## src/common/kbd_config.svh

```systemverilog
`ifndef KBD_CONFIG_SVH
`define KBD_CONFIG_SVH

// Memory map of the keyboard port
`define KEY_DATA_ADDR 64'h1000_0000
`define KEY_STAT_ADDR 64'h1000_0008

// Event queue size, power of two
`define KEY_FIFO_DEPTH 8

// System cycles without a PS/2 clock edge before a partial frame is dropped
`define PS2_IDLE_TIMEOUT 5000

`endif
```

## src/common/kbd_pkg.sv

```systemverilog
`include "kbd_config.svh"

package kbd_pkg;

    // One byte from the keyboard
    typedef logic [7:0] scan_code_t;

    // Bus as seen by the CPU
    typedef logic [63:0] bus_addr_t;
    typedef logic [63:0] bus_data_t;

    // Queue occupancy, 0 up to the full depth
    typedef logic [$clog2(`KEY_FIFO_DEPTH + 1)-1:0] fifo_count_t;

    // Saturating count of rejected frames
    typedef logic [7:0] err_count_t;

    // Interrupt vector towards the CPU
    typedef logic [3:0] irq_vec_t;

    // Frame receiver
    typedef enum logic [1:0] {
        PS2_IDLE,
        PS2_DATA,
        PS2_PARITY,
        PS2_STOP
    } ps2_state_t;

endpackage

```

## src/common/kbd_if.sv

```systemverilog
`timescale 1ns/1ns

// Finished key from the receiver, one strobe per key
interface key_event_if
    import kbd_pkg::*;
();
    logic       strobe;
    scan_code_t code;
    logic       is_break;
    logic       is_extended;

    modport source (output strobe, output code, output is_break, output is_extended);
    modport sink (input strobe, input code, input is_break, input is_extended);
endinterface

// Queue head and status towards the bus port
interface key_read_if
    import kbd_pkg::*;
();
    logic        empty;
    fifo_count_t count;
    scan_code_t  head_code;
    logic        head_break;
    logic        head_extended;
    logic        pop;
    logic        clear_overflow;
    logic        overflow;

    modport store (
        output empty, output count, output head_code, output head_break,
        output head_extended, output overflow,
        input  pop, input clear_overflow
    );
    modport reader (
        input  empty, input count, input head_code, input head_break,
        input  head_extended, input overflow,
        output pop, output clear_overflow
    );
endinterface

```

## src/design/keyboard_on_board.sv

```systemverilog
`timescale 1ns/1ns

module keyboard_on_board
    import kbd_pkg::*;
(
    input  logic      CLOCK_50,
    input  logic      KEY0,
    input  logic      ps2_clk,
    input  logic      ps2_dat,
    input  bus_addr_t bus_address,
    input  logic      bus_read_enable,
    output bus_data_t bus_read_data,
    output irq_vec_t  interrupt_vector,
    input  logic      interrupt_ack
);
    key_event_if evt_link ();
    key_read_if  read_link ();
    err_count_t  frame_errors;

    // Keyboard frames to key events
    ps2_receiver u_ps2 (
        .CLOCK_50     (CLOCK_50),
        .KEY0         (KEY0),
        .ps2_clk      (ps2_clk),
        .ps2_dat      (ps2_dat),
        .evt          (evt_link.source),
        .frame_errors (frame_errors)
    );

    key_fifo u_fifo (
        .CLOCK_50 (CLOCK_50),
        .KEY0     (KEY0),
        .evt      (evt_link.sink),
        .rd       (read_link.store)
    );

    // CPU side
    key_bus_port u_bus (
        .CLOCK_50         (CLOCK_50),
        .KEY0             (KEY0),
        .rd               (read_link.reader),
        .frame_errors     (frame_errors),
        .bus_address      (bus_address),
        .bus_read_enable  (bus_read_enable),
        .bus_read_data    (bus_read_data),
        .interrupt_vector (interrupt_vector),
        .interrupt_ack    (interrupt_ack)
    );

endmodule

```

## src/design/key_bus_port.sv

```systemverilog
`timescale 1ns/1ns
`include "kbd_config.svh"

module key_bus_port
    import kbd_pkg::*;
(
    input  logic        CLOCK_50,
    input  logic        KEY0,
    key_read_if.reader  rd,
    input  err_count_t  frame_errors,
    input  bus_addr_t   bus_address,
    input  logic        bus_read_enable,
    output bus_data_t   bus_read_data,
    output irq_vec_t    interrupt_vector,
    input  logic        interrupt_ack
);
    logic      data_sel;
    logic      stat_sel;
    bus_data_t key_word;
    bus_data_t stat_word;
    logic      empty_d;
    logic      became_ready;
    logic      refill;

    assign data_sel = bus_read_enable && (bus_address == `KEY_DATA_ADDR);
    assign stat_sel = bus_read_enable && (bus_address == `KEY_STAT_ADDR);

    // Pop in the cycle of the read
    assign rd.pop            = data_sel && !rd.empty;
    assign rd.clear_overflow = stat_sel;

    // Key data word, all zero when nothing is queued
    always_comb begin
        key_word = '0;
        if (!rd.empty) begin
            key_word[31]  = 1'b1;
            key_word[9]   = rd.head_extended;
            key_word[8]   = rd.head_break;
            key_word[7:0] = rd.head_code;
        end
    end

    always_comb begin
        stat_word        = '0;
        stat_word[7:0]   = 8'(rd.count);
        stat_word[8]     = rd.overflow;
        stat_word[23:16] = frame_errors;
    end

    // Read data holds until the next read
    always_ff @(posedge CLOCK_50 or negedge KEY0) begin
        if (!KEY0) begin
            bus_read_data <= '0;
        end else if (bus_read_enable) begin
            if (data_sel) begin
                bus_read_data <= key_word;
            end else if (stat_sel) begin
                bus_read_data <= stat_word;
            end else begin
                bus_read_data <= '0;
            end
        end
    end

    // Queue went from empty to holding a key
    always_ff @(posedge CLOCK_50 or negedge KEY0) begin
        if (!KEY0) begin
            empty_d <= 1'b1;
        end else begin
            empty_d <= rd.empty;
        end
    end

    assign became_ready = empty_d && !rd.empty;
    // A data read that leaves keys behind
    assign refill = rd.pop && (rd.count > fifo_count_t'(1));

    always_ff @(posedge CLOCK_50 or negedge KEY0) begin
        if (!KEY0) begin
            interrupt_vector <= '0;
        end else if ((interrupt_vector != '0) && interrupt_ack) begin
            interrupt_vector <= '0;
        end else if (became_ready || refill) begin
            interrupt_vector <= irq_vec_t'(1);
        end
    end

    // Every pop comes from a data read and returns a valid key next cycle
    a_pop_from_read: assert property (@(posedge CLOCK_50) disable iff (!KEY0)
        rd.pop |-> (bus_read_enable && (bus_address == `KEY_DATA_ADDR))
                   ##1 bus_read_data[31]);

endmodule

```

## src/design/key_fifo.sv

```systemverilog
`timescale 1ns/1ns
`include "kbd_config.svh"

module key_fifo
    import kbd_pkg::*;
#(
    parameter int DEPTH = `KEY_FIFO_DEPTH
) (
    input  logic      CLOCK_50,
    input  logic      KEY0,
    key_event_if.sink evt,
    key_read_if.store rd
);
    localparam int PTR_W   = (DEPTH > 1) ? $clog2(DEPTH) : 1;
    localparam int ENTRY_W = $bits(scan_code_t) + 2;

    // Entry is {extended, break, code}
    logic [ENTRY_W-1:0] mem [DEPTH];
    logic [PTR_W-1:0]   wr_ptr;
    logic [PTR_W-1:0]   rd_ptr;
    fifo_count_t        count_next;
    logic               full;
    logic               do_push;
    logic               do_pop;

    assign full    = (rd.count == fifo_count_t'(DEPTH));
    assign do_pop  = rd.pop && !rd.empty;
    assign do_push = evt.strobe && !full;

    always_comb begin
        count_next = rd.count;
        if (do_push && !do_pop) begin
            count_next = rd.count + 1'b1;
        end else if (do_pop && !do_push) begin
            count_next = rd.count - 1'b1;
        end
    end

    always_ff @(posedge CLOCK_50) begin
        if (do_push) begin
            mem[wr_ptr] <= {evt.is_extended, evt.is_break, evt.code};
        end
    end

    always_ff @(posedge CLOCK_50 or negedge KEY0) begin
        if (!KEY0) begin
            wr_ptr      <= '0;
            rd_ptr      <= '0;
            rd.count    <= '0;
            rd.empty    <= 1'b1;
            rd.overflow <= 1'b0;
        end else begin
            if (do_push) begin
                wr_ptr <= wr_ptr + 1'b1;
            end
            if (do_pop) begin
                rd_ptr <= rd_ptr + 1'b1;
            end
            rd.count <= count_next;
            rd.empty <= (count_next == '0);
            // Sticky until the status register is read
            if (evt.strobe && full) begin
                rd.overflow <= 1'b1;
            end else if (rd.clear_overflow) begin
                rd.overflow <= 1'b0;
            end
        end
    end

    // Oldest entry, shown without waiting for a pop
    assign {rd.head_extended, rd.head_break, rd.head_code} = mem[rd_ptr];

    a_count_bound: assert property (@(posedge CLOCK_50) disable iff (!KEY0)
        rd.count <= fifo_count_t'(DEPTH));

    a_empty_flag: assert property (@(posedge CLOCK_50) disable iff (!KEY0)
        rd.empty == (rd.count == '0));

endmodule

```

## src/ps2_receiver/ps2_receiver.sv

```systemverilog
`timescale 1ns/1ns
`include "kbd_config.svh"

module ps2_receiver
    import kbd_pkg::*;
(
    input  logic        CLOCK_50,
    input  logic        KEY0,
    input  logic        ps2_clk,
    input  logic        ps2_dat,
    key_event_if.source evt,
    output err_count_t  frame_errors
);
    localparam int TIMER_W = $clog2(`PS2_IDLE_TIMEOUT + 1);
    localparam logic [TIMER_W-1:0] TIMEOUT = TIMER_W'(`PS2_IDLE_TIMEOUT);

    localparam scan_code_t CODE_EXT = 8'hE0;
    localparam scan_code_t CODE_BRK = 8'hF0;

    logic [1:0]         clk_sync;
    logic [1:0]         dat_sync;
    logic               clk_prev;
    logic               clk_fall;
    logic               dat_bit;
    ps2_state_t         state;
    logic [2:0]         bit_cnt;
    scan_code_t         shift;
    logic               parity_ok;
    logic               pend_break;
    logic               pend_ext;
    logic [TIMER_W-1:0] idle_timer;
    logic               timeout;
    logic               frame_bad;
    logic               byte_good;
    logic               key_done;

    // Lines idle high
    always_ff @(posedge CLOCK_50 or negedge KEY0) begin
        if (!KEY0) begin
            clk_sync <= 2'b11;
            dat_sync <= 2'b11;
            clk_prev <= 1'b1;
        end else begin
            clk_sync <= {clk_sync[0], ps2_clk};
            dat_sync <= {dat_sync[0], ps2_dat};
            clk_prev <= clk_sync[1];
        end
    end

    assign clk_fall = clk_prev & ~clk_sync[1];
    assign dat_bit  = dat_sync[1];

    // Cycles since the last falling PS/2 clock, saturates at the timeout
    always_ff @(posedge CLOCK_50 or negedge KEY0) begin
        if (!KEY0) begin
            idle_timer <= '0;
        end else if (clk_fall) begin
            idle_timer <= '0;
        end else if (idle_timer != TIMEOUT) begin
            idle_timer <= idle_timer + 1'b1;
        end
    end

    assign timeout = (state != PS2_IDLE) && !clk_fall && (idle_timer == TIMEOUT - 1'b1);

    // Bad start, bad parity or stop, or a stalled frame
    assign frame_bad = timeout ||
        (clk_fall && (state == PS2_IDLE) && dat_bit) ||
        (clk_fall && (state == PS2_STOP) && !(dat_bit && parity_ok));

    assign byte_good = clk_fall && (state == PS2_STOP) && dat_bit && parity_ok;
    assign key_done  = byte_good && (shift != CODE_EXT) && (shift != CODE_BRK);

    always_ff @(posedge CLOCK_50 or negedge KEY0) begin
        if (!KEY0) begin
            state        <= PS2_IDLE;
            bit_cnt      <= '0;
            parity_ok    <= 1'b0;
            pend_break   <= 1'b0;
            pend_ext     <= 1'b0;
            evt.strobe   <= 1'b0;
            frame_errors <= '0;
        end else begin
            evt.strobe <= key_done;
            if (frame_bad) begin
                state      <= PS2_IDLE;
                pend_break <= 1'b0;
                pend_ext   <= 1'b0;
                if (frame_errors != 8'hFF) begin
                    frame_errors <= frame_errors + 1'b1;
                end
            end else if (clk_fall) begin
                case (state)
                    PS2_IDLE: begin
                        state   <= PS2_DATA;
                        bit_cnt <= '0;
                    end
                    PS2_DATA: begin
                        bit_cnt <= bit_cnt + 1'b1;
                        if (bit_cnt == 3'd7) begin
                            state <= PS2_PARITY;
                        end
                    end
                    PS2_PARITY: begin
                        // Odd parity over data and parity bit
                        parity_ok <= ^{shift, dat_bit};
                        state     <= PS2_STOP;
                    end
                    default: begin
                        state <= PS2_IDLE;
                        if (shift == CODE_EXT) begin
                            pend_ext <= 1'b1;
                        end else if (shift == CODE_BRK) begin
                            pend_break <= 1'b1;
                        end else begin
                            pend_break <= 1'b0;
                            pend_ext   <= 1'b0;
                        end
                    end
                endcase
            end
        end
    end

    // LSB first
    always_ff @(posedge CLOCK_50) begin
        if (clk_fall && (state == PS2_DATA)) begin
            shift <= {dat_bit, shift[7:1]};
        end
        if (key_done) begin
            evt.code        <= shift;
            evt.is_break    <= pend_break;
            evt.is_extended <= pend_ext;
        end
    end

    a_strobe_single: assert property (@(posedge CLOCK_50) disable iff (!KEY0)
        evt.strobe |=> !evt.strobe);

    // A quiet PS/2 clock for the full timeout leaves the receiver idle
    a_idle_after_timeout: assert property (@(posedge CLOCK_50) disable iff (!KEY0)
        (idle_timer == TIMEOUT) |-> (state == PS2_IDLE));

endmodule

```

## config.mk

```make
export PLATFORM = sky130hd
export DESIGN_NAME = keyboard_on_board
export DESIGN_NICKNAME = d
export VERILOG_FILES = /design/src/common/kbd_pkg.sv /design/src/common/kbd_if.sv /design/src/design/keyboard_on_board.sv /design/src/design/key_bus_port.sv /design/src/design/key_fifo.sv /design/src/ps2_receiver/ps2_receiver.sv
export VERILOG_INCLUDE_DIRS = /design/src /design/src/common
export SDC_FILE = /design/constraint.sdc
export NUM_CORES = 1
export LEC_CHECK = 0
export BUFFER_PORTS_ARGS = -buffer_cell sky130_fd_sc_hd__buf_2
export CAP_MARGIN = 10
export CORE_ASPECT_RATIO = 1.5
export CORE_UTILIZATION = 35
export CTS_CLUSTER_DIAMETER = 80
export DETAILED_ROUTE_END_ITERATION = 8
export PLACE_DENSITY = 0.65
export SLEW_MARGIN = 15
export SYNTH_ARGS = -nofsm -noshare
export SYNTH_HDL_FRONTEND = slang
export SYNTH_SLANG_ARGS = --single-unit
export TNS_END_PERCENT = 20
```

## constraint.sdc

```tcl
create_clock -name CLOCK_50 -period 6.72 [get_ports CLOCK_50]
set_input_delay 0 -clock CLOCK_50 [delete_from_list [all_inputs] [get_ports CLOCK_50]]
set_output_delay 0 -clock CLOCK_50 [all_outputs]
set_load 0.02 [all_outputs]
```

# Word-level counts from Yosys, hierarchy flattened
# Memory sizes are Yosys's and may differ from the RTL's.
# Index checks and enable logic that the tools add are counted.
[word_totals]
in_bits = 70
output_inout_bits = 68
ff_bits = 134
mem_count = 1
mem_bits_rw = 80
[memory_table]
columns = ["memory", "words", "word_bits", "rd", "rd_clocked_by_memory_dff", "write_ports", "line_no", "rtl"]
rows = [
  ["u_fifo.mem", 8, 10, 1, 0, 1, "key_fifo.sv:18", "logic [ENTRY_W-1:0] mem [DEPTH];"],
]
[classes]
n_mux = 29
n_eq_ne = 18
n_bitwise = 3
n_addsub = 7
reduce_logical = 49
order_cmp = 1
[ops]
columns = ["cell", "count"]
rows = [
  ["$eq A64 B29 Y1 const B", 2],
  ["$mux W64", 1],
  ["$mux W13", 2],
  ["$mux W24", 1],
  ["$ne A8 B8 Y1 const B", 3],
  ["$logic_and A1 B1 Y1", 23],
  ["$eq A8 B8 Y1 const B", 2],
  ["$mux W4", 4],
  ["$mux W1", 15],
  ["$add A13 B1 Y13 const B", 1],
  ["$eq A13 B13 Y1 const B", 1],
  ["$ne A13 B13 Y1 const B", 1],
  ["$reduce_and A3 Y1", 4],
  ["$reduce_bool A2 Y1", 6],
  ["$mux W10", 1],
  ["$add A3 B1 Y3 const B", 3],
  ["$reduce_xor A9 Y1", 1],
  ["$add A8 B1 Y8 const B", 1],
  ["$logic_not A1 Y1", 6],
  ["$mux W2", 3],
  ["$ne A3 B1 Y1 const B", 2],
  ["$pmux W2 S3", 1],
  ["$pmux W3 S2", 1],
  ["$add A4 B1 Y4 const B", 1],
  ["other kinds (15)", 21],
]

# Longest topological paths before layout
[depth]
ltp_word = 9
mapped_depth = 9
mapped_depth_nobuf = 8

# Cells and area by module
# A second synthesis with hierarchy kept.
[unflattened]
cells_unflattened = 523
area_unflattened_um2 = 7611.0
[modules_own_cells]
columns = ["module", "area_each_um2", "cells_per_inst", "n_inst"]
rows = [
  ["key_fifo", 3789.9, 191, 1],
  ["ps2_receiver", 2341.0, 184, 1],
  ["key_bus_port", 1480.2, 148, 1],
]

# Worst setup path after synthesis
# Ideal clock, no wire load.
[synth_path]
path_kind = "flip-flop to flip-flop"
startpoint = "register u_fifo.rd.count[1]"
endpoint = "memory u_fifo.mem[0][0] in the netlist's numbering, enable pin"
path_buffers = 1
setup_ns = 0.403
path_stages_with_launch = 7
arrival_ns = 2.178
path_slack_ns = 4.139
path_cell_list = "dfrtp_1 > inv_1 > ha_1 > nand3b_1 > nand2_1 > clkbuf_1 > nor4_1"
[synth_between]
elab_chain_len = 5
[synth_lines]
columns = ["element", "line_no", "rtl"]
rows = [
  ["start: declaration", "kbd_if.sv:30", "output empty, output count, output head_code, output head_break,"],
  ["start signal: assignment", "key_fifo.sv:59", "rd.count <= count_next;"],
  ["$eq A4 B4 Y1", "key_fifo.sv:26", "assign full = (rd.count == fifo_count_t'(DEPTH));"],
  ["$logic_not A1 Y1", "key_fifo.sv:28", "assign do_push = evt.strobe && !full;"],
  ["$logic_and A1 B1 Y1", "key_fifo.sv:28", ""],
  ["$mux W1", "key_fifo.sv:40", "if (do_push) begin"],
  ["$mux W1 (not written as such)", "key_fifo.sv:41", "mem[wr_ptr] <= {evt.is_extended, evt.is_break, evt.code};"],
  ["end: declaration", "key_fifo.sv:18", ""],
]
# Every way passes these cells.

# Final worst setup path
[layout_path]
startpoint = "register u_fifo.rd.count[1]"
endpoint = "memory u_fifo.mem[5][0] in the netlist's numbering, enable pin"
# The elaborated chain is that of the path after synthesis.

==> summary.md <==
| Metric | Value |
|---|---|
| Outcome | completed |
| Post-CTS Resized | 0 |
| RSZ-0062 raised after global routing | false |
| Full die area | 0.0214 mm2 |
| Final hold vios | 0 |
| Vias per Instance | between 4 and 5 |
| # IOs | 138 |
| Final period util | 0.372 |
| Die W | 120 um |
| Starting Density | 0.357 |
| Max-Cap Viols | 0 |
| Hold depth | 4 |
| 1st-pass router iterations | 4 |
| Area of placed instances | 0.00789 mm2 |
| CTS tree | done |
| Reg-to-reg slack, setup | 4.22 ns |
| Cell area power density | 287 mW/mm2 |
| Final setup skew | 0.0181 ns |
| DR vias | between 4k and 5k |
| Antenna-violating nets left | 0 |
| Dpl cells | 847 |
| Final instance area | 0.00851 mm2 |
| WS Path Type | reg2reg |
| Yosys reg bits | roughly 170 |
| CP endpoint kind | flop |
| GP Congestion | 0.758 |
| Hold path endpoint | u_fifo.rd.count[2] |
| First-pass GRT wire length | 22,300 um |
| Avg Synthesized Cell Area | 14.5 um2 |
| Residual DRC | 0 |
| CTS Root Cell | clkbuf_16 |
| WL/cell | 15.7 um |
| Nets | 690 |
| Worst Setup Start Kind | flop |
| FMAX | 400 MHz |
| Async S/R FF share, synth | 0.410 |
| Vias in the first global route | 4,491 |
| Tot GR Track Use | 0.137 |
| Post-CTS Setup Repair Bufs | 0 |
| Layout area overhead | 16.8% |
| GRT overflow | 0 |
| Hold Crit Class | in2reg |
| CTS max path bufs | 2 |
| Share of cells above drive strength 1 | 0.267 |
| H-tree lvl count | 4 |
| Worst-skew pair later-pin latency | 0.42 ns |
| Row count | 64 |
| Yosys warning total | 0 |
| CP required | a little under 7 ns |
| Post-synth EDFFs | 98 |
| Max_slew headroom | 0.351 |
| Measured slew at the worst slew-check pin | ~1 ns |
| Main flop type after synthesis | edfxtp_1 |
| TritonCTS Buffers | 17 |
| Worst EP arrival | 2.54 ns |
| Initial antenna violation count | 1 |
| Worst VDD drop | 179 uV |
| Clock transition at the registers of the reported paths | approximately 0.060 ns |
| Total negative slack | 0 ns |
| DRT iter0 DRCs | 325 |
| Seq/Total Area, Yosys | 0.638 |
| Synth Instances | 501 |
| Number of port buffers | approximately 90 |
| Dpl hpwl | 10,100 um |
| Critical R2R Capture | u_fifo.mem[5][0] |
| DP Worst Slack | 4.21 ns |
| R2R Path Start | u_fifo.rd.count[1] |
| Chip height | ~180 um |
| CTS sink cnt | approximately 170 |
| CP Max Fanout | 10 |
| Core area | 0.0204 mm2 |
| Fin crit period | 2.50 ns |
| PnR worst setup slack | 4.22 ns |
| Leak Pwr | 3.37 nW |
| Cell area after synthesis | between 0.007 and 0.008 mm2 |
| Post-Layout Cell Count | 884 |
| Power, Total | 2.44 mW |
| Largest net degree at the start of global routing | 69 |
| FF-to-FF path depth | 6 |
| Hold path startpoint | bus_address[3] |
| DRT Wirelength | ~14,000 um |
| Final setup violation count | 0 |
| Final Max Slew Viols | 0 |
| Netlist cell types | between 50 and 60 |
-- worst max-delay path by stage --
| stage | slack (ns) | from | end | cells after the start |
|---|---|---|---|---|
| final | 4.22 | u_fifo.rd.count[1] | u_fifo.mem[5][0] | 6 |
| after floorplan | 4.14 | u_fifo.rd.count[1] | u_fifo.mem[0][0] | 6 |
| after global placement | 4.35 | u_fifo.rd.count[0] | u_fifo.mem[5][4] | 6 |
| after detailed placement | 4.21 | u_fifo.rd.count[1] | u_fifo.mem[5][6] | 6 |
| after global routing | 4.02 | u_fifo.rd.count[1] | u_fifo.mem[5][3] | 6 |
| after CTS | 4.19 | u_fifo.rd.count[1] | u_fifo.mem[5][0] | 6 |
-- through the flow --
stage	util	hold WS [ns]
floorplan	-	-0.296
global placement	0.386	0.110
detailed placement	0.386	0.111
CTS	0.417	0.101
global route	0.417	0.149
finish	0.417	0.127
-- flip-flops by register name, indices dropped and copies added (netlist names), 2 cells and up --
name,flops
u_fifo.mem,80
u_bus.bus_read_data,19
u_ps2.idle_timer,13
u_ps2.evt.code,8
u_ps2.frame_errors,8
u_ps2.shift,8
u_fifo.rd.count,4
u_fifo.rd_ptr,3
u_fifo.wr_ptr,3
u_ps2.bit_cnt,3
u_ps2.clk_sync,2
u_ps2.dat_sync,2
u_ps2.state,2
-- cells in the mapped netlist, types with 5 or more instances --
cell type | instances | area [um2]
a21oi_1 | 5 | 25.0
a221o_1 | 5 | 50.1
a22o_1 | 10 | 87.6
and2_1 | 5 | 31.3
buf_4 | 48 | 360
clkbuf_1 | 9 | 33.8
dfrtp_1 | 61 | 1530
dfstp_2 | 7 | 184
edfxtp_1 | 98 | 2940
ha_1 | 14 | 175
inv_1 | 9 | 33.8
mux2i_1 | 11 | 110
mux4_2 | 20 | 450
nand2_1 | 30 | 113
nand3_1 | 11 | 55.1
nand4_1 | 10 | 62.6
nor2_1 | 29 | 109
nor3_1 | 6 | 30.0
nor4_1 | 16 | 100
o21ai_0 | 5 | 25.0
o2bb2ai_1 | 7 | 61.3
xnor2_1 | 19 | 166
xor2_1 | 11 | 96.3
-- routing by layer --
layer  track usage  vias up  share of wire
met5             0        -              0
met4        0.0620        0          0.024
met3        0.0286       22          0.048
met2         0.272      154           0.58
met1         0.134     2125           0.35
li1              -     1990              -
-- layout make-up --
type	instances	area (um2)
Clock buffer	25	519
Clock inverter	7	66.3
Multi-Input combinational cell	309	2350
Tap cell	264	330
Sequential cell	166	4650
Fill cell	1828	11900
Timing Repair Buffer	102	553
Inverter	10	37.5
Antenna cell	1	2.50
-- timing repair --
item                                    in CTS  in global routing
endpoints found under the setup margin       0                  0
hold buffers                                 4                  0
hold endpoints to repair                    64                  0
-- logic make-up (layout without fill, tap and decap cells) --
logic type / count (synthesis) / after routing / share of synthesized area
other: 1 / 49 / 0.000515
XOR/XNOR: 31 / 31 / 0.0383
buffers and inverters: 73 / 144 / 0.0639
AO/OA/AOI/OAI: 48 / 48 / 0.0541
AND/OR/NAND/NOR: 133 / 133 / 0.0977
adder cells (fa/ha/maj): 14 / 14 / 0.0240
multiplexers: 35 / 35 / 0.0831
flip-flops: 166 / 166 / 0.638
-- power by group --
group	total (mW)	switching [mW]	internal (mW)
combinational	0.278	0.159	0.119
clock	0.945	0.370	0.575
sequential	1.22	0.0711	1.15
-- cell usage in the layout, fill, tap and decap left out, types with 3 or more instances in the layout --
| cell type | netlist | layout |
|---|---|---|
| nand2_1 | 30 | 30 |
| nor3_1 | 6 | 6 |
| and2_1 | 5 | 5 |
| nor4_1 | 16 | 15 |
| clkbuf_1 | 9 | 5 |
| ha_1 | 14 | 14 |
| dfstp_2 | 7 | 7 |
| a221o_1 | 5 | 5 |
| o2bb2ai_1 | 7 | 7 |
| a21oi_1 | 5 | 5 |
| clkbuf_16 | 0 | 20 |
| buf_4 | 48 | 9 |
| nand3_1 | 11 | 11 |
| nor4b_1 | 3 | 3 |
| o21ai_0 | 5 | 5 |
| clkinv_2 | 0 | 3 |
| a22o_1 | 10 | 10 |
| mux2i_1 | 11 | 11 |
| dlygate4sd3_1 | 0 | 4 |
| nand4_1 | 10 | 10 |
| inv_1 | 9 | 9 |
| and3_1 | 3 | 3 |
| xnor2_1 | 19 | 19 |
| buf_2 | 3 | 89 |
| mux2_2 | 4 | 4 |
| edfxtp_1 | 98 | 98 |
| nor2b_1 | 4 | 4 |
| xor2_1 | 11 | 11 |
| nand2b_1 | 3 | 3 |
| dfrtp_1 | 61 | 61 |
| mux4_2 | 20 | 20 |
| nor2_1 | 29 | 29 |
| conb_1 | 1 | 48 |
-- worst max-delay path: stages (launching register included) --
cell,delay (ns)
dfrtp_1,0.45
inv_1,0.12
ha_1,0.23
nand3b_1,0.14
and2_1,0.28
nand2_1,0.16
nor2_1,0.73
(Power assumes the default switching activity.)
